### src/verilog/ddr4_mon_params.svh
`ifndef DDR4_MON_PARAMS_SVH
`define DDR4_MON_PARAMS_SVH

// ==============================
// DDR4 pin widths
// ==============================

// A16..A0, A16..A14 double as RAS_n/CAS_n/WE_n
`define DDR4_ADR_W   17
// Bank group in the upper two bits
`define DDR4_BANK_W  4
`define DDR4_BANKS   16

// ==============================
// Register port
// ==============================

`define MON_CNT_W    16
`define WB_ADR_W     4
`define WB_DAT_W     32

// Word offsets
`define REG_ACT      4'd0
`define REG_WR       4'd1
`define REG_RD       4'd2
`define REG_PRE      4'd3
`define REG_REF      4'd4
`define REG_OTHER    4'd5
`define REG_ERR      4'd6
`define REG_OPEN     4'd7
`define REG_STATUS   4'd8

`endif
### src/verilog/ddr4_mon_pkg.sv
`include "ddr4_mon_params.svh"

package ddr4_mon_pkg;

    // Decoded command, one per selected clock
    typedef enum logic [3:0] {
        CMD_MRS = 4'd0,
        CMD_REF = 4'd1,
        CMD_PRE = 4'd2,
        CMD_ACT = 4'd3,
        CMD_WR  = 4'd4,
        CMD_RD  = 4'd5,
        CMD_ZQC = 4'd6,
        CMD_NOP = 4'd7,
        // Reserved code 011 with act_n high
        CMD_ILL = 4'd8
    } ddr4_cmd_e;

    typedef enum logic {
        CLOSED = 1'b0,
        OPEN   = 1'b1
    } bank_state_e;

    typedef logic [`DDR4_ADR_W-1:0]  ddr4_adr_t;
    typedef logic [`DDR4_BANK_W-1:0] bank_id_t;
    typedef logic [`MON_CNT_W-1:0]   mon_cnt_t;
    typedef logic [`WB_ADR_W-1:0]    wb_adr_t;
    typedef logic [`WB_DAT_W-1:0]    wb_dat_t;

endpackage

### src/verilog/ddr4_ca_monitor.sv
`timescale 1ns/10ps
`include "ddr4_mon_params.svh"

module ddr4_ca_monitor
    import ddr4_mon_pkg::*;
(
    input  logic       c0_ddr4_ck_t,
    input  logic       rst_n,
    input  logic       cs_n,
    input  logic       act_n,
    input  ddr4_adr_t  adr,
    input  logic [1:0] bg,
    input  logic [1:0] ba,
    input  logic       wb_cyc,
    input  logic       wb_stb,
    input  logic       wb_we,
    input  wb_adr_t    wb_adr,
    input  wb_dat_t    wb_dat_w,
    output wb_dat_t    wb_dat_r,
    output logic       wb_ack
);

    // Decoded command stream
    logic      cmd_valid;
    ddr4_cmd_e cmd;
    bank_id_t  cmd_bank;
    logic      cmd_a10;

    // Results toward the register port
    logic [`DDR4_BANKS-1:0] open_mask;
    mon_cnt_t err_count;
    mon_cnt_t act_count;
    mon_cnt_t wr_count;
    mon_cnt_t rd_count;
    mon_cnt_t pre_count;
    mon_cnt_t ref_count;
    mon_cnt_t other_count;
    logic     wr_dir;
    logic     clear;

    ddr4_cmd_decode i_decode (
        .c0_ddr4_ck_t (c0_ddr4_ck_t),
        .rst_n        (rst_n),
        .cs_n         (cs_n),
        .act_n        (act_n),
        .adr          (adr),
        .bg           (bg),
        .ba           (ba),
        .cmd_valid    (cmd_valid),
        .cmd          (cmd),
        .cmd_bank     (cmd_bank),
        .cmd_a10      (cmd_a10)
    );

    ddr4_bank_tracker i_tracker (
        .c0_ddr4_ck_t (c0_ddr4_ck_t),
        .rst_n        (rst_n),
        .cmd_valid    (cmd_valid),
        .cmd          (cmd),
        .cmd_bank     (cmd_bank),
        .cmd_a10      (cmd_a10),
        .clear        (clear),
        .open_mask    (open_mask),
        .err_count    (err_count)
    );

    ddr4_cmd_stats i_stats (
        .c0_ddr4_ck_t (c0_ddr4_ck_t),
        .rst_n        (rst_n),
        .cmd_valid    (cmd_valid),
        .cmd          (cmd),
        .clear        (clear),
        .act_count    (act_count),
        .wr_count     (wr_count),
        .rd_count     (rd_count),
        .pre_count    (pre_count),
        .ref_count    (ref_count),
        .other_count  (other_count),
        .wr_dir       (wr_dir)
    );

    ddr4_wb_regs i_regs (
        .c0_ddr4_ck_t (c0_ddr4_ck_t),
        .rst_n        (rst_n),
        .wb_cyc       (wb_cyc),
        .wb_stb       (wb_stb),
        .wb_we        (wb_we),
        .wb_adr       (wb_adr),
        .wb_dat_w     (wb_dat_w),
        .act_count    (act_count),
        .wr_count     (wr_count),
        .rd_count     (rd_count),
        .pre_count    (pre_count),
        .ref_count    (ref_count),
        .other_count  (other_count),
        .err_count    (err_count),
        .open_mask    (open_mask),
        .wr_dir       (wr_dir),
        .wb_dat_r     (wb_dat_r),
        .wb_ack       (wb_ack),
        .clear        (clear)
    );

endmodule

### src/verilog/ddr4_wb_regs.sv
`timescale 1ns/10ps
`include "ddr4_mon_params.svh"

module ddr4_wb_regs
    import ddr4_mon_pkg::*;
(
    input  logic                   c0_ddr4_ck_t,
    input  logic                   rst_n,
    input  logic                   wb_cyc,
    input  logic                   wb_stb,
    input  logic                   wb_we,
    input  wb_adr_t                wb_adr,
    input  wb_dat_t                wb_dat_w,
    input  mon_cnt_t               act_count,
    input  mon_cnt_t               wr_count,
    input  mon_cnt_t               rd_count,
    input  mon_cnt_t               pre_count,
    input  mon_cnt_t               ref_count,
    input  mon_cnt_t               other_count,
    input  mon_cnt_t               err_count,
    input  logic [`DDR4_BANKS-1:0] open_mask,
    input  logic                   wr_dir,
    output wb_dat_t                wb_dat_r,
    output logic                   wb_ack,
    output logic                   clear
);

    logic    access;
    logic    wr_any;
    wb_dat_t rd_mux;

    // New cycle only while ack is low, so ack never lasts two clocks
    assign access = wb_cyc & wb_stb & ~wb_ack;

    // Write data is don't-care, a write of any value clears
    assign wr_any = access & wb_we;

    // ==============================
    // Register map
    // ==============================

    always_comb begin
        case (wb_adr)
            `REG_ACT:    rd_mux = wb_dat_t'(act_count);
            `REG_WR:     rd_mux = wb_dat_t'(wr_count);
            `REG_RD:     rd_mux = wb_dat_t'(rd_count);
            `REG_PRE:    rd_mux = wb_dat_t'(pre_count);
            `REG_REF:    rd_mux = wb_dat_t'(ref_count);
            `REG_OTHER:  rd_mux = wb_dat_t'(other_count);
            `REG_ERR:    rd_mux = wb_dat_t'(err_count);
            `REG_OPEN:   rd_mux = wb_dat_t'(open_mask);
            `REG_STATUS: rd_mux = wb_dat_t'(wr_dir);
            default:     rd_mux = '0;
        endcase
    end

    // ==============================
    // Handshake
    // ==============================

    always_ff @(posedge c0_ddr4_ck_t) begin
        if (!rst_n) begin
            wb_ack <= 1'b0;
            clear  <= 1'b0;
        end else begin
            wb_ack <= access;
            // Pulse lines up with the write ack
            clear  <= wr_any;
        end
    end

    always_ff @(posedge c0_ddr4_ck_t) begin
        if (access && !wb_we) begin
            wb_dat_r <= rd_mux;
        end
    end

endmodule

### src/verilog/ddr4_cmd_stats.sv
`timescale 1ns/10ps

module ddr4_cmd_stats
    import ddr4_mon_pkg::*;
(
    input  logic      c0_ddr4_ck_t,
    input  logic      rst_n,
    input  logic      cmd_valid,
    input  ddr4_cmd_e cmd,
    input  logic      clear,
    output mon_cnt_t  act_count,
    output mon_cnt_t  wr_count,
    output mon_cnt_t  rd_count,
    output mon_cnt_t  pre_count,
    output mon_cnt_t  ref_count,
    output mon_cnt_t  other_count,
    output logic      wr_dir
);

    localparam int N_CNT    = 6;
    localparam int IX_ACT   = 0;
    localparam int IX_WR    = 1;
    localparam int IX_RD    = 2;
    localparam int IX_PRE   = 3;
    localparam int IX_REF   = 4;
    localparam int IX_OTHER = 5;

    mon_cnt_t         cnt [N_CNT];
    logic [N_CNT-1:0] hit;

    // One-hot counter select, NOP and ILL hit nothing
    always_comb begin
        hit = '0;
        if (cmd_valid) begin
            case (cmd)
                CMD_ACT:          hit[IX_ACT]   = 1'b1;
                CMD_WR:           hit[IX_WR]    = 1'b1;
                CMD_RD:           hit[IX_RD]    = 1'b1;
                CMD_PRE:          hit[IX_PRE]   = 1'b1;
                CMD_REF:          hit[IX_REF]   = 1'b1;
                CMD_MRS, CMD_ZQC: hit[IX_OTHER] = 1'b1;
                default:          hit = '0;
            endcase
        end
    end

    always_ff @(posedge c0_ddr4_ck_t) begin
        if (!rst_n) begin
            for (int i = 0; i < N_CNT; i++) begin
                cnt[i] <= '0;
            end
            wr_dir <= 1'b0;
        end else begin
            for (int i = 0; i < N_CNT; i++) begin
                if (clear) begin
                    cnt[i] <= '0;
                end else if (hit[i]) begin
                    cnt[i] <= cnt[i] + 1'b1;
                end
            end
            // Direction survives a counter clear
            if (hit[IX_WR]) begin
                wr_dir <= 1'b1;
            end else if (hit[IX_RD]) begin
                wr_dir <= 1'b0;
            end
        end
    end

    assign act_count   = cnt[IX_ACT];
    assign wr_count    = cnt[IX_WR];
    assign rd_count    = cnt[IX_RD];
    assign pre_count   = cnt[IX_PRE];
    assign ref_count   = cnt[IX_REF];
    assign other_count = cnt[IX_OTHER];

endmodule

### src/verilog/ddr4_bank_tracker.sv
`timescale 1ns/10ps
`include "ddr4_mon_params.svh"

module ddr4_bank_tracker
    import ddr4_mon_pkg::*;
(
    input  logic                   c0_ddr4_ck_t,
    input  logic                   rst_n,
    input  logic                   cmd_valid,
    input  ddr4_cmd_e              cmd,
    input  bank_id_t               cmd_bank,
    input  logic                   cmd_a10,
    input  logic                   clear,
    output logic [`DDR4_BANKS-1:0] open_mask,
    output mon_cnt_t               err_count
);

    bank_state_e bank_st [`DDR4_BANKS];
    logic        err_hit;

    // ==============================
    // Protocol checks
    // ==============================

    always_comb begin
        err_hit = 1'b0;
        if (cmd_valid) begin
            case (cmd)
                CMD_ACT:        err_hit = (bank_st[cmd_bank] == OPEN);
                CMD_WR, CMD_RD: err_hit = (bank_st[cmd_bank] == CLOSED);
                CMD_ILL:        err_hit = 1'b1;
                default:        err_hit = 1'b0;
            endcase
        end
    end

    always_ff @(posedge c0_ddr4_ck_t) begin
        if (!rst_n) begin
            for (int i = 0; i < `DDR4_BANKS; i++) begin
                bank_st[i] <= CLOSED;
            end
            err_count <= '0;
        end else begin
            if (cmd_valid) begin
                case (cmd)
                    // A repeated activate leaves the bank open
                    CMD_ACT: bank_st[cmd_bank] <= OPEN;
                    CMD_PRE: begin
                        if (cmd_a10) begin
                            // PREA
                            for (int i = 0; i < `DDR4_BANKS; i++) begin
                                bank_st[i] <= CLOSED;
                            end
                        end else begin
                            bank_st[cmd_bank] <= CLOSED;
                        end
                    end
                    // REF assumes the banks are already precharged
                    default: ;
                endcase
            end
            if (clear) begin
                err_count <= '0;
            end else if (err_hit) begin
                err_count <= err_count + 1'b1;
            end
        end
    end

    always_comb begin
        for (int i = 0; i < `DDR4_BANKS; i++) begin
            open_mask[i] = (bank_st[i] == OPEN);
        end
    end

endmodule

### src/verilog/ddr4_cmd_decode.sv
`timescale 1ns/10ps

module ddr4_cmd_decode
    import ddr4_mon_pkg::*;
(
    input  logic      c0_ddr4_ck_t,
    input  logic      rst_n,
    input  logic      cs_n,
    input  logic      act_n,
    input  ddr4_adr_t adr,
    input  logic [1:0] bg,
    input  logic [1:0] ba,
    output logic      cmd_valid,
    output ddr4_cmd_e cmd,
    output bank_id_t  cmd_bank,
    output logic      cmd_a10
);

    // ==============================
    // Pin sample stage
    // ==============================

    logic       cs_n_q;
    logic       act_n_q;
    ddr4_adr_t  adr_q;
    logic [1:0] bg_q;
    logic [1:0] ba_q;

    // Deselected after reset so nothing decodes from stale pins
    always_ff @(posedge c0_ddr4_ck_t) begin
        if (!rst_n) begin
            cs_n_q <= 1'b1;
        end else begin
            cs_n_q <= cs_n;
        end
    end

    always_ff @(posedge c0_ddr4_ck_t) begin
        act_n_q <= act_n;
        adr_q   <= adr;
        bg_q    <= bg;
        ba_q    <= ba;
    end

    // ==============================
    // Command classification
    // ==============================

    ddr4_cmd_e cmd_d;

    always_comb begin
        if (!act_n_q) begin
            cmd_d = CMD_ACT;
        end else begin
            // RAS_n, CAS_n, WE_n on A16..A14
            case (adr_q[`DDR4_ADR_W-1 -: 3])
                3'b000:  cmd_d = CMD_MRS;
                3'b001:  cmd_d = CMD_REF;
                3'b010:  cmd_d = CMD_PRE;
                3'b100:  cmd_d = CMD_WR;
                3'b101:  cmd_d = CMD_RD;
                3'b110:  cmd_d = CMD_ZQC;
                3'b111:  cmd_d = CMD_NOP;
                default: cmd_d = CMD_ILL;
            endcase
        end
    end

    always_ff @(posedge c0_ddr4_ck_t) begin
        if (!rst_n) begin
            cmd_valid <= 1'b0;
        end else begin
            cmd_valid <= ~cs_n_q;
        end
    end

    // Payload follows the sample stage every cycle
    always_ff @(posedge c0_ddr4_ck_t) begin
        cmd      <= cmd_d;
        cmd_bank <= {bg_q, ba_q};
        cmd_a10  <= adr_q[10];
    end

endmodule

### config.mk
export PLATFORM = sky130hd
export DESIGN_NAME = ddr4_ca_monitor
export DESIGN_NICKNAME = d
export VERILOG_FILES = /design/src/verilog/ddr4_mon_pkg.sv /design/src/verilog/ddr4_ca_monitor.sv /design/src/verilog/ddr4_wb_regs.sv /design/src/verilog/ddr4_cmd_stats.sv /design/src/verilog/ddr4_bank_tracker.sv /design/src/verilog/ddr4_cmd_decode.sv
export VERILOG_INCLUDE_DIRS = /design/src /design/src/verilog
export SDC_FILE = /design/constraint.sdc
export NUM_CORES = 1
export LEC_CHECK = 0
export BUFFER_PORTS_ARGS = -buffer_cell sky130_fd_sc_hd__buf_2
export CAP_MARGIN = 5
export CORE_ASPECT_RATIO = 0.5
export CORE_UTILIZATION = 35
export CTS_CLUSTER_SIZE = 14
export DETAILED_ROUTE_END_ITERATION = 6
export PLACE_DENSITY = 0.54
export SYNTH_ARGS = -nofsm -noshare
export SYNTH_HDL_FRONTEND = slang
export SYNTH_SLANG_ARGS = --single-unit
### constraint.sdc
create_clock -name c0_ddr4_ck_t -period 2.5 [get_ports c0_ddr4_ck_t]
set_input_delay 0.375 -clock c0_ddr4_ck_t [delete_from_list [all_inputs] [get_ports c0_ddr4_ck_t]]
set_output_delay 0.375 -clock c0_ddr4_ck_t [all_outputs]
set_load 0.05 [all_outputs]
# --- Word level (Yosys, flattened, before mapping) ---
# Memories as Yosys holds them, arrays and structs flattened. A register that Yosys moved wholly into a read port is not among the register bits.
# Cells that the tools add are included.
word_totals:
  ff_bits: 84
  mem_bits_rw: 112
  out_inout_bits: 33
  n_memories: 2
memory_table:
  columns: ["name", "words", "word_bits", "rd", "rd_clocked_by_memory_dff", "write_ports", "line", "text"]
  rows:
  - ["i_stats.cnt", 6, 16, 6, 0, 6, "ddr4_cmd_stats.sv:28", "mon_cnt_t cnt [N_CNT];"]
  - ["i_tracker.bank_st", 16, 1, 17, 1, 16, "ddr4_bank_tracker.sv:18", "bank_state_e bank_st [`DDR4_BANKS];"]
op_classes:
  n_addsub: 7
  n_eq_ne: 21
  mux: 86
  bitwise_logic: 36
  reduce_logical: 10
op_table:
  columns: ["op", "count"]
  rows:
  - ["2-to-1 mux 16 bit", 12]
  - ["case mux 16 bit (9 select lines)", 1]
  - ["adder 16 x 1 -> 16 bit, second input constant", 7]
  - ["2-to-1 mux 1 bit", 69]
  - ["bitwise OR 1 bit", 29]
  - ["== test 4 x 3 -> 1 bit, second input constant", 7]
  - ["case mux 4 bit (7 select lines)", 1]
  - ["== test 4 x 2 -> 1 bit, second input constant", 4]
  - ["== test 3 bit, second input constant", 4]
  - ["== test 4 x 1 -> 1 bit, second input constant", 2]
  - ["== test 4 bit, second input constant", 2]
  - ["zero test 4 bit", 2]
  - ["2-to-1 mux 6 bit", 1]
  - ["OR reduction 2 bit", 3]
  - ["2-to-1 mux 4 bit", 1]
  - ["NOT 1 bit", 4]
  - ["bitwise AND 1 bit", 3]
  - ["== test 3 x 1 -> 1 bit, second input constant", 1]
  - ["== test 3 x 2 -> 1 bit, second input constant", 1]
  - ["zero test 3 bit", 1]
  - ["case mux 1 bit (3 select lines)", 1]
  - ["nonzero test 2 bit", 1]
  - ["logical AND 1 bit", 1]
  - ["zero test 1 bit", 1]
  - ["OR reduction 1 bit", 1]

# --- Depth between registers and ports, before layout ---
# Gate-level depths: netlist (run 1).
logic_depth:
  depth_word: 9
  depth_mapped: 7

# --- Cells and area by module ---
# Synthesis (run 1) repeated with hierarchy kept, for this count alone.
hier_totals:
  cells_unflattened: 908
  area_unflattened_um2: 9380.2
modules_own_cells:
  columns: ["mod", "n_inst", "cells_per_inst", "area_per_inst_um2", "seq_area_each_um2"]
  rows:
  - ["ddr4_cmd_stats", 1, 474, 5073.6, 2902.8]
  - ["ddr4_bank_tracker", 1, 215, 1970.6, 710.7]
  - ["ddr4_wb_regs", 1, 189, 1873.0, 520.5]
  - ["ddr4_cmd_decode", 1, 30, 462.9, 400.4]

# --- Least setup slack after synthesis (run 1) ---
# OpenSTA, ideal clock, no wires.
synth_path:
  kind: "register to register"
  start: "reg i_decode.cmd[3]"
  end: "mem i_stats.cnt[1][0] (netlist name) (enable)"
  t_arrival_ns: 1.935
  required_ns: 2.089
  setup_slack_ns: 0.154
  stages_incl_launch_ff: 5
  synth_period_minus_slack_ns: 2.346
  cell_sequence: "dfxtp_1 > nand2b_1 > nor2_1 > nand2_1 > o21ai_0"
synth_lines:
  columns: ["item", "line", "text"]
  rows:
  - ["start, declared", "ddr4_cmd_decode.sv:14", "output ddr4_cmd_e cmd,"]
  - ["start signal, assigned", "ddr4_cmd_decode.sv:79", "cmd <= cmd_d;"]
  - ["end, declared", "ddr4_cmd_stats.sv:28", null]

==> results, run 1 <==
- The area fraction in compound gates after synthesis is 0.0838.
- The clock drives 167 sinks.
- The kind of end point of the critical path is a flop.
- Setup violations remaining at the end of the flow were counted as 0.
- Before CTS, the worst setup slack after placement is 198 ps.
- Dividing total power by cell area gives a power density of 619 nW/µm².
- The launching instance or port of the critical path is i_decode.cmd_bank[0].
- In this run the static leakage power is 3.48 nW.
- The power consumption is 6.29 mW.
- The number of instances in the synthesized netlist is 879.
- The floorplan has 41 rows.
- Summed over all failing endpoints, the final setup total negative slack is 0 ps.
- For this configuration, the core starts out at a cell density of 0.358.
- Of the post-synthesis cell area, the dominant cell type holds 0.395.
- The post-CTS setup buffer count is 0.
- The floorplan step set the die width to 229 µm.
- The number of I/O pins is 97.
- The minimum clock period after layout is 2190 ps.
- The first-pass detailed-route iteration total is 5.
- The congestion estimate from routability-driven global placement came to 0.888.
- The worst pin sits at a relative slew slack of 0.225.
- The final layout net count is 990.
- The remaining antenna violation count after routing is 0.
- Of the total synthesized cell area, the portion taken by AND, OR, NAND and NOR gates is 0.234.
- The mapped cell area is 9050 µm².
- The first-pass GRT wire length is 36,000 µm.
- The post-cts resize count is 0.
- The half-perimeter wire length after placement is 17,400 µm.
- Yosys attributes the largest share of cell area to edfxtp_1, dfxtp_1, a22oi_1.
- The worst register-to-register path begins at i_decode.cmd_bank[0].
- Of the total synthesized cell area, the portion taken by XOR and XNOR cells is 0.0765.
- The clock reaches the later pin of the worst-skew pair after 440 ps.
- The number of antenna violations at the first check in global routing is 0.
- Compared with the post-synthesis result, the final layout area differs by 12.4%.
- The first routing iteration left 754 violations.
- The placeable core area is 25,300 µm².
- The worst hold path begins at adr[10].
- Clock tree synthesis selected as its root buffer the cell clkbuf_16.
- The clock-pin slew of the registers on the worst-case setup and hold paths is 70 ps.
- By area, the combinational part of the netlist is dominated by simple AND/OR/NAND/NOR gates.
- For this run, the top clock speed supported by timing is 456 MHz.
- The total global routing track utilization is 0.183.
- The setup slack of the worst register-to-register path is 310 ps.
- Summed over all layers, the global routing overflow is 0.
- The run finished with clean final reports.
- The commonest cells after synthesis are edfxtp_1, nor2_1, nand2_1.
- Once placement finished, the instance area stood at 9590 µm².
- The aggregate routed wire length is 23,700 µm.
- In the final layout, the share of cells above drive strength 1 is 0.116.
- In this run the worst path has a maximum fanout of 15.
- After synthesis, the share of flip-flops with an asynchronous set or reset is 0.
- Dividing the detail-routed wire length by the instance count gives 18.5 µm.
- The pin count of the biggest net entering global routing is 41.
- The detailed-route via count is 6,889.
- The final number of hold-violating endpoints came to 0.
- The commonest register cell after synthesis is edfxtp_1.
- The tool flagged a number of max-cap violations equal to 0.
- STA classifies the critical path startpoint as a flop.
- The antenna diode count is 0.
- The synthesized netlist contains 55 unique library cells.
- The number of buffers on the longest clock path is 2.
- At the pin with the least slew margin, the transition time is 1160 ps.
- The library cell occupying the most area in the post-synthesis netlist is edfxtp_1.
- The number of enable flip-flop cells after synthesis is 119.
- The maximum vdd drop is 0.366 mV.
- The worst hold path belongs to the class in -> reg.
- Of the total synthesized cell area, the portion taken by full adders, half adders and majority gates is 0.00968.
- The most instantiated library cell after synthesis is edfxtp_1.
- The synthesized area per cell is 10.3 µm².
- For this design, the CTS-stage hold fixing added 0 buffers.
- During synthesis, Yosys emitted a total of 0 warnings.
- The die outline area is 26,500 µm².
- The synthesized design contains 167 register bits.
- Setup repair after global routing left no endpoint under its margin.
- For the final database, setup skew stands at 10.8 ps.
- In the finished design, the share of the clock period the worst path needs comes to 0.877.
- After detailed routing, the number of vias per cell comes to 5.40.
- After routing the design area is 10,200 µm².
- The multiplexer fraction of the synthesized cell area is 0.0541.
- Input and output buffers added on the ports amount to 35.
- The clock tree from TritonCTS is yes.
- Data on the critical path is required at its endpoint by 2870 ps.
- The post-layout worst setup margin is 309 ps.
- The critical path class is reg -> reg.
- The number of global-route vias before repair is 6,072.
- Of the synthesized area, sequential elements account for 0.501.
- The vertical die dimension is 116 µm.
- Buffers inserted during clock tree synthesis total 17.
- For the worst setup path, the data arrival time is 2560 ps.
- The number of pins with negative max-slew slack in the final report is 0.
- The utilization after layout is 0.402.
- The number of design rule violations left after detail routing is 0.
- The H-tree was split into 4 levels.
-- routing by layer --
metal  vias to the layer above  global-route usage  wire (µm)
met2                       232               0.258       9990
met5                         -                   0          0
li1                       3279                   -          -
met1                      3353               0.277      11600
met4                         0              0.0627        323
met3                        25              0.0344       1780
-- final timing paths --
kind                             to  cells past startpoint
max          i_tracker.err_count[3]                      6
min              i_decode.adr_q[10]                      1
max reg2reg  i_tracker.err_count[3]                      6
min reg2reg    i_decode.cmd_bank[2]                      0
-- registers in the layout, summed over array words and instances, names as in the netlist, 2 cells and up --
| signal | count |
|---|---|
| i_regs.wb_dat_r | 16 |
| i_decode.cmd | 4 |
| i_decode.ba_q | 2 |
| i_stats.cnt | 96 |
| i_decode.cmd_bank | 4 |
| i_decode.adr_q | 4 |
| i_decode.bg_q | 2 |
| i_tracker.bank_st | 16 |
| i_tracker.err_count | 16 |
-- logic make-up after synthesis --
group           count (synthesis)
simple gates                  404
fa+ha+maj                       7
other cells                     1
flops                         167
xor+xnor                       79
compound gates                106
buf+inv                        67
mux                            48
-- cells in the final DEF (no fill, tap or decap), types with 7 or more instances in the layout --
cell / netlist / layout
and3_1: 20 / 20
mux2_2: 7 / 7
nor3_1: 21 / 18
dfxtp_1: 48 / 48
edfxtp_1: 119 / 119
buf_2: 4 / 35
nand4_1: 47 / 47
ha_1: 7 / 7
mux2i_1: 41 / 41
buf_4: 23 / 23
xor2_1: 46 / 46
nor2_1: 107 / 107
a21oi_1: 8 / 8
nand3_1: 51 / 51
conb_1: 1 / 16
and4_1: 13 / 13
nor2b_1: 8 / 8
o21ai_0: 15 / 14
nand2_1: 70 / 70
or3_1: 7 / 7
nand2b_1: 24 / 24
clkbuf_16: 0 / 17
inv_1: 15 / 15
and2_1: 11 / 11
a22oi_1: 69 / 69
xnor2_1: 33 / 33
-- layout make-up --
class	instances	area [µm²]
fill	2474	15100
multi-input combinational	660	4220
sequential	167	4530
clock buffer	17	425
inverter	15	56.3
timing repair buffer	58	348
clock inverter	15	153
tap	344	430
-- power by group --
| group | switching [mW] | internal [mW] | total (mW) |
|---|---|---|---|
| registers | 0.145 | 3.07 | 3.22 |
| logic | 0.297 | 0.148 | 0.446 |
| clock network | 1.16 | 1.47 | 2.63 |
| total | 1.60 | 4.69 | 6.29 |
-- critical path, cell delays in order, from the launching register on --
cell,delay [ps]
dfxtp_1,580
nor2b_1,380
a32oi_1,210
nand4_4,230
buf_4,250
mux2i_1,240
mux2i_1,220
-- stage by stage --
| step | instances | hold slack, ps |
|---|---|---|
| global placement | 1244 | 311 |
| detailed placement | 1244 | 312 |
| CTS | 1276 | 2.59 |
| floorplan | 894 | 310 |
| global route | 1276 | 8.69 |
| finish | 1276 | 26.6 |
(Power assumes the default switching activity.)
==> run 2, diff against run 1 <==
PLACE_DENSITY = 0.52   (was 0.54)
clock period = 2.6 ns   (was 2.5 ns; I/O delays follow)
==> results, run 2 (synthesized netlist as in run 1, its figures left out) <==
- The share of cells above drive strength 1 is 0.111 (-0.00489).
- The number of antenna violations at the first check in global routing is 0 (unchanged).
- The leading cell type in the layout, fill and taps excluded is edfxtp_1.
- The power consumption was 6.02 mW (-4.4%).
- The leakage power total is 3.47 nW (-0.37%).
- The total global routing track utilization came to 0.187 (+0.00378).
- The setup slack of the worst register-to-register path is 350 ps (+40 ps).
- The number of buffer cells added on primary ports is 35 (unchanged).
- Setup repair after global routing left no endpoint under its margin.
- The horizontal extent of the die was 229 µm (unchanged).
- The tightest slew margin relative to the limit is 0.202 (-0.0233).
- The detail-routed net length per standard cell is 19.1 µm (+3.0%).
- The final weighted congestion in routability-driven placement is 0.925 (+4.2%).
- The later-pin clock latency in the skew report was 450 ps (about the same).
- The library cell contributing the largest single delay on the critical path is dfxtp_1.
- The transition time at the pin with the least slew margin is 1190 ps (+32.7 ps).
- The die outline area is 26,500 µm² (unchanged).
- The highest clock frequency the design can meet is 444 MHz (-2.7%).
- The nature of the critical path startpoint is a flop.
- The final cycle utilization of the critical path is 0.866 (-0.0106).
- The total congestion overflow after global routing is 0 (unchanged).
- The minimum clock period after layout is 2250 ps (+60.2 ps).
- The count of endpoints failing setup in the final report is 0 (unchanged).
- The standard-cell row count is 41 (unchanged).
- The final setup skew came to 11.3 ps (+0.563 ps).
- The post-detailed-route via-to-cell ratio is 5.38 (-0.34%).
- The area occupied by multi-input gates is 4220 µm² (unchanged).
- The pin count of the biggest net entering global routing is 35 (-15%).
- The clock-pin slew of the registers on the worst-case setup and hold paths is 70 ps (about the same).
- Walking the worst path, the cells encountered are inv_1 > a32oi_1 > nand4_4 > mux2i_1 > mux2i_1.
- The final number of hold-violating endpoints came to 0 (unchanged).
- The run finished with clean final reports.
- The number of I/O pins is 97 (unchanged).
- The post-CTS setup buffer count is 0 (unchanged).
- The number of pins with negative max-slew slack in the final report is 0 (unchanged).
- The remaining antenna violation count after routing is 0 (unchanged).
- In the layout the commonest cells are edfxtp_1, nor2_1, nand2_1.
- The number of H-tree branching levels is 4 (unchanged).
- The total CTS buffers is 17 (unchanged).
- The reported max-cap violation count is 0 (unchanged).
- The area added between synthesis and finish is 11.9%.
- The cell repeated most along the worst path is mux2i_1.
- The number of global-route vias before repair is 6,088 (+0.26%).
- The worst hold slack is 43.0 ps (+16.4 ps).
- The aggregate routed wire length is 24,300 µm (+2.7%).
- The number of DRC violations after detailed-routing iteration 0 came to 793 (+5.2%).
- The flip-flop count of the largest register, all copies and words added is 96 (unchanged).
- Ranked by flip-flop count, first place goes to i_stats.cnt.
- The kind of end point of the critical path is a flop.
- The class of the tightest hold or removal check is in -> reg.
- The filler cell count is 2,464 (-0.40%).
- The sequential cell area came to 4530 µm² (unchanged).
- The maximum cell stage delay along the critical path came to 620 ps (+40 ps).
- The first-pass detailed-route iteration total is 6 (+1).
- The post-cts resize count is 0 (unchanged).
- The data required time at the worst endpoint is 2980 ps (+110 ps).
- The initial core utilization was 0.358 (unchanged).
- The antenna diode count is 0 (unchanged).
- The vertical die dimension is 116 µm (unchanged).
- The number of buffers and inverters on the critical path is 1 (unchanged).
- The detailed-route via count is 6,844 (-0.65%).
- The post-cts hold buffer count is 0 (unchanged).
- The utilization after layout came to 0.400 (-0.00168).
- The critical path is of the reg -> reg type.
- The number of buffers on the longest clock path is 2 (unchanged).
- The setup TNS is 0 ps (unchanged).
- The cell family contributing the most delay on the critical path is flip-flops.
- The number of design rule violations left after detail routing is 0 (unchanged).
- The highest net fanout along the worst path was 15 (unchanged).
- The cell sitting at the root of the clock tree is a clkbuf_16.
- TritonCTS built the clock tree.
- The placeable core area is 25,300 µm² (unchanged).
- The half-perimeter wire length after placement is 17,800 µm (+2.4%).
- The maximum vdd drop is 0.282 mV (-23%).
- The number of sinks handled by clock tree synthesis is 167 (unchanged).
- The first-pass GRT wire length is 36,600 µm (+1.7%).
- The data arrival time of the worst path is 2630 ps (+70 ps).
- The final layout net count was 986 (-0.40%).
- The power per cell area is 594 nW/µm² (-4.0%).
[run 2: worst paths after layout]
path,from,end,cells after the start
setup reg to reg,i_decode.cmd_bank[2],i_tracker.err_count[0],5
hold reg to reg,i_decode.bg_q[1],i_decode.cmd_bank[3],0
hold / removal,adr[10],i_decode.adr_q[10],1
setup / recovery,i_decode.cmd_bank[2],i_tracker.err_count[0],5
[run 2: worst register-to-register path, cell delays in order, from the launching register on]
cell and delay (ps):
dfxtp_1 620, inv_1 220, a32oi_1 330, nand4_4 390
mux2i_1 400, mux2i_1 220
[run 2: routing by layer]
metal  share of wire  GRT usage
met2            0.41      0.261
met1            0.49      0.278
met4           0.019     0.0667
met5               0          0
met3           0.086     0.0443
[run 2: power by group]
| group | leakage, nW | internal [mW] | switching [mW] |
|---|---|---|---|
| logic | 1.58 | 0.139 | 0.279 |
| clock network | 0.272 | 1.41 | 1.09 |
| registers | 1.62 | 2.95 | 0.150 |
[run 2: final cells by class]
class,count,share of cell area
Clock inverter,13,0.0131
Clock buffer,19,0.0428
Inverter,15,0.00556
Tap cell,344,0.0425
Timing Repair Buffer,54,0.0314
Multi-Input combinational cell,660,0.417
Sequential cell,167,0.448
[run 2: metrics by stage]
stage          std cells  instance area [µm²]  setup WS [ps]
6_report            1272                10100            348
2_1_floorplan        894                 9100            254
3_5_place_dp        1240                 9560            297
3_3_place_gp        1240                 9560            306
5_1_grt             1272                10100            157
4_1_cts             1272                10100            336
==> run 3, diff against run 2 <==
REMOVE_ABC_BUFFERS = 1   (was not set)
==> results, run 3 (synthesized netlist as in run 1, its figures left out) <==
- The flow ran to the end, and the final reports show no timing, DRC or antenna violations.
- The initial core utilization came to 0.358 (unchanged).
- STA classifies the critical path startpoint as a flop.
- The number of antenna violations at the first check in global routing is 0 (unchanged).
- The post-cts resize count is 0 (unchanged).
- The number of design rule violations left after detail routing was 0 (unchanged).
- The number of global-route vias before repair is 6,317 (+3.8%).
- Leaving out fill and tap cells, the most frequent cells in the layout are edfxtp_1, nor2_1, nand2_1.
- The vertical die dimension was 116 µm (unchanged).
- The post-CTS setup buffer count is 0 (unchanged).
- The number of pins with negative max-slew slack in the final report is 0 (unchanged).
- The half-perimeter wire length after placement is 18,100 µm (+1.5%).
- The kind of end point of the critical path is a flop.
- The post-cts hold buffer count was 0 (unchanged).
- The final cycle utilization of the critical path came to 0.856 (-0.0101).
- The highest clock frequency the design can meet is 449 MHz (+1.2%).
- The number of buffer cells added on primary ports is 35 (unchanged).
- The aggregate routed wire length was 24,500 µm (+1.1%).
- The final layout net count is 988 (+0.20%).
- The number of buffers on the longest clock path is 2 (unchanged).
- The number of sinks handled by clock tree synthesis was 167 (unchanged).
- The number of DRC violations after detailed-routing iteration 0 is 627 (-21%).
- The post-layout worst setup margin came to 375 ps (+26.2 ps).
- The die outline area is 26,500 µm² (unchanged).
- The post-detailed-route via-to-cell ratio is 5.35 (-0.48%).
- The class of the tightest hold or removal check is in -> reg.
- The maximum vdd drop came to 0.428 mV (+52%).
- The remaining antenna violation count after routing is 0 (unchanged).
- The flip-flop count of the largest register, all copies and words added was 96 (unchanged).
- The root cell of the clock tree is clkbuf_16.
- The launching instance or port of the critical path is i_decode.cmd_bank[3].
- The clock-pin slew of the registers on the worst-case setup and hold paths is 60 ps (about the same).
- The register with the most flip-flops in the final layout is i_stats.cnt.
- The number of H-tree branching levels is 4 (unchanged).
- The first-pass detailed-route iteration total was 5 (-1).
- The highest net fanout along the worst path is 15 (unchanged).
- The total congestion overflow after global routing is 0 (unchanged).
- The detailed-route via count is 6,822 (-0.32%).
- By startpoint and endpoint, the worst setup path is classified as reg -> reg.
- The standard-cell row count came to 41 (unchanged).
- The final setup skew was 9.74 ps (-1.58 ps).
- TritonCTS built the clock tree.
- The power per cell area came to 608 nW/µm² (+2.3%).
- The pin count of the biggest net entering global routing came to 41 (+17%).
- The final number of hold-violating endpoints is 0 (unchanged).
- The share of cells above drive strength 1 is 0.115 (+0.00406).
- Setup repair after global routing left no endpoint under its margin.
- The horizontal extent of the die came to 229 µm (unchanged).
- The antenna diode count is 0 (unchanged).
- The number of I/O pins is 97 (unchanged).
- The area added between synthesis and finish is 13.0%.
- The worst min-delay path startpoint is adr[16].
- The minimum setup slack after placement is 375 ps (+78.6 ps).
- The utilization after layout is 0.404 (+0.00381).
- The final weighted congestion in routability-driven placement was 0.871 (-5.9%).
- The later-pin clock latency in the skew report is 450 ps (about the same).
- The minimum clock period after layout was 2230 ps (-26.2 ps).
- The total global routing track utilization came to 0.193 (+0.00574).
- In this run the critical register-to-register path is launched from i_decode.cmd_bank[3].
- The first-pass GRT wire length is 37,900 µm (+3.4%).
- The placeable core area is 25,300 µm² (unchanged).
- The leakage power total is 3.52 nW (+1.6%).
- The total CTS buffers is 17 (unchanged).
- The count of endpoints failing setup in the final report is 0 (unchanged).
- The data arrival time of the worst path was 2600 ps (-30 ps).
- The reported max-cap violation count is 0 (unchanged).
- The data required time at the worst endpoint is 2970 ps (about the same).
- The power consumption is 6.21 mW (+3.3%).
- The detail-routed net length per standard cell is 19.3 µm (+0.93%).
- The leading cell type in the layout, fill and taps excluded is edfxtp_1.
- The tightest slew margin relative to the limit is 0.232 (+0.0299).
- The transition time at the pin with the least slew margin is 1140 ps (-47.2 ps).
[run 3: changes by cell type in the layout (fill, tap and decap cells not counted), sizes merged]
cell	before	now
clkbuf	19	27
clkinvlp	2	0
clkinv	9	4
inv	15	16
buf	54	56
bufinv	2	0
[run 3: area by class of cell]
class                      count  area [µm²]
clock buffer                  27         601
clock inverter                 5        41.3
fill                        2464       15100
inverter                      15        56.3
multi-input combinational    660        4230
sequential                   167        4530
tap                          344         430
timing repair buffer          56         333
[run 3: critical path, stage by stage (launching register included)]
cell and delay (ps):
dfxtp_1 680, mux2i_1 160, a22oi_1 310, nand4_4 370
mux2i_1 400, mux2i_1 220
[run 3: worst paths after layout]
| path | endpoint | slack, ps | cells past startpoint |
|---|---|---|---|
| worst max-delay path | i_tracker.err_count[0] | 370 | 5 |
| worst min register to register | i_decode.cmd_bank[3] | 330 | 0 |
| worst max register to register | i_tracker.err_count[0] | 370 | 5 |
| worst min-delay path | i_decode.adr_q[16] | 40 | 1 |
[run 3: through the flow]
| step | hold slack [ps] | TNS [ps] | instance area [µm²] | cells |
|---|---|---|---|---|
| CTS | 22.3 | 0 | 10200 | 1274 |
| global placement | 313 | 0 | 9580 | 1242 |
| finish | 40.6 | 0 | 10200 | 1274 |
| detailed placement | 312 | 0 | 9580 | 1242 |
| floorplan | 310 | -801 | 8790 | 842 |
| global route | 22.0 | 0 | 10200 | 1274 |
[run 3: metal layers]
layer / track usage / part of all wire / vias to the layer above
li1: - / - / 3280
met1: 0.285 / 0.49 / 3323
met2: 0.277 / 0.42 / 197
met3: 0.0453 / 0.072 / 22
met4: 0.0573 / 0.015 / 0
met5: 0 / 0 / -
[run 3: power by group]
part	internal, mW	switching, mW
Combinational	0.140	0.280
Clock	1.60	1.09
Sequential	2.95	0.151
Total	4.69	1.52
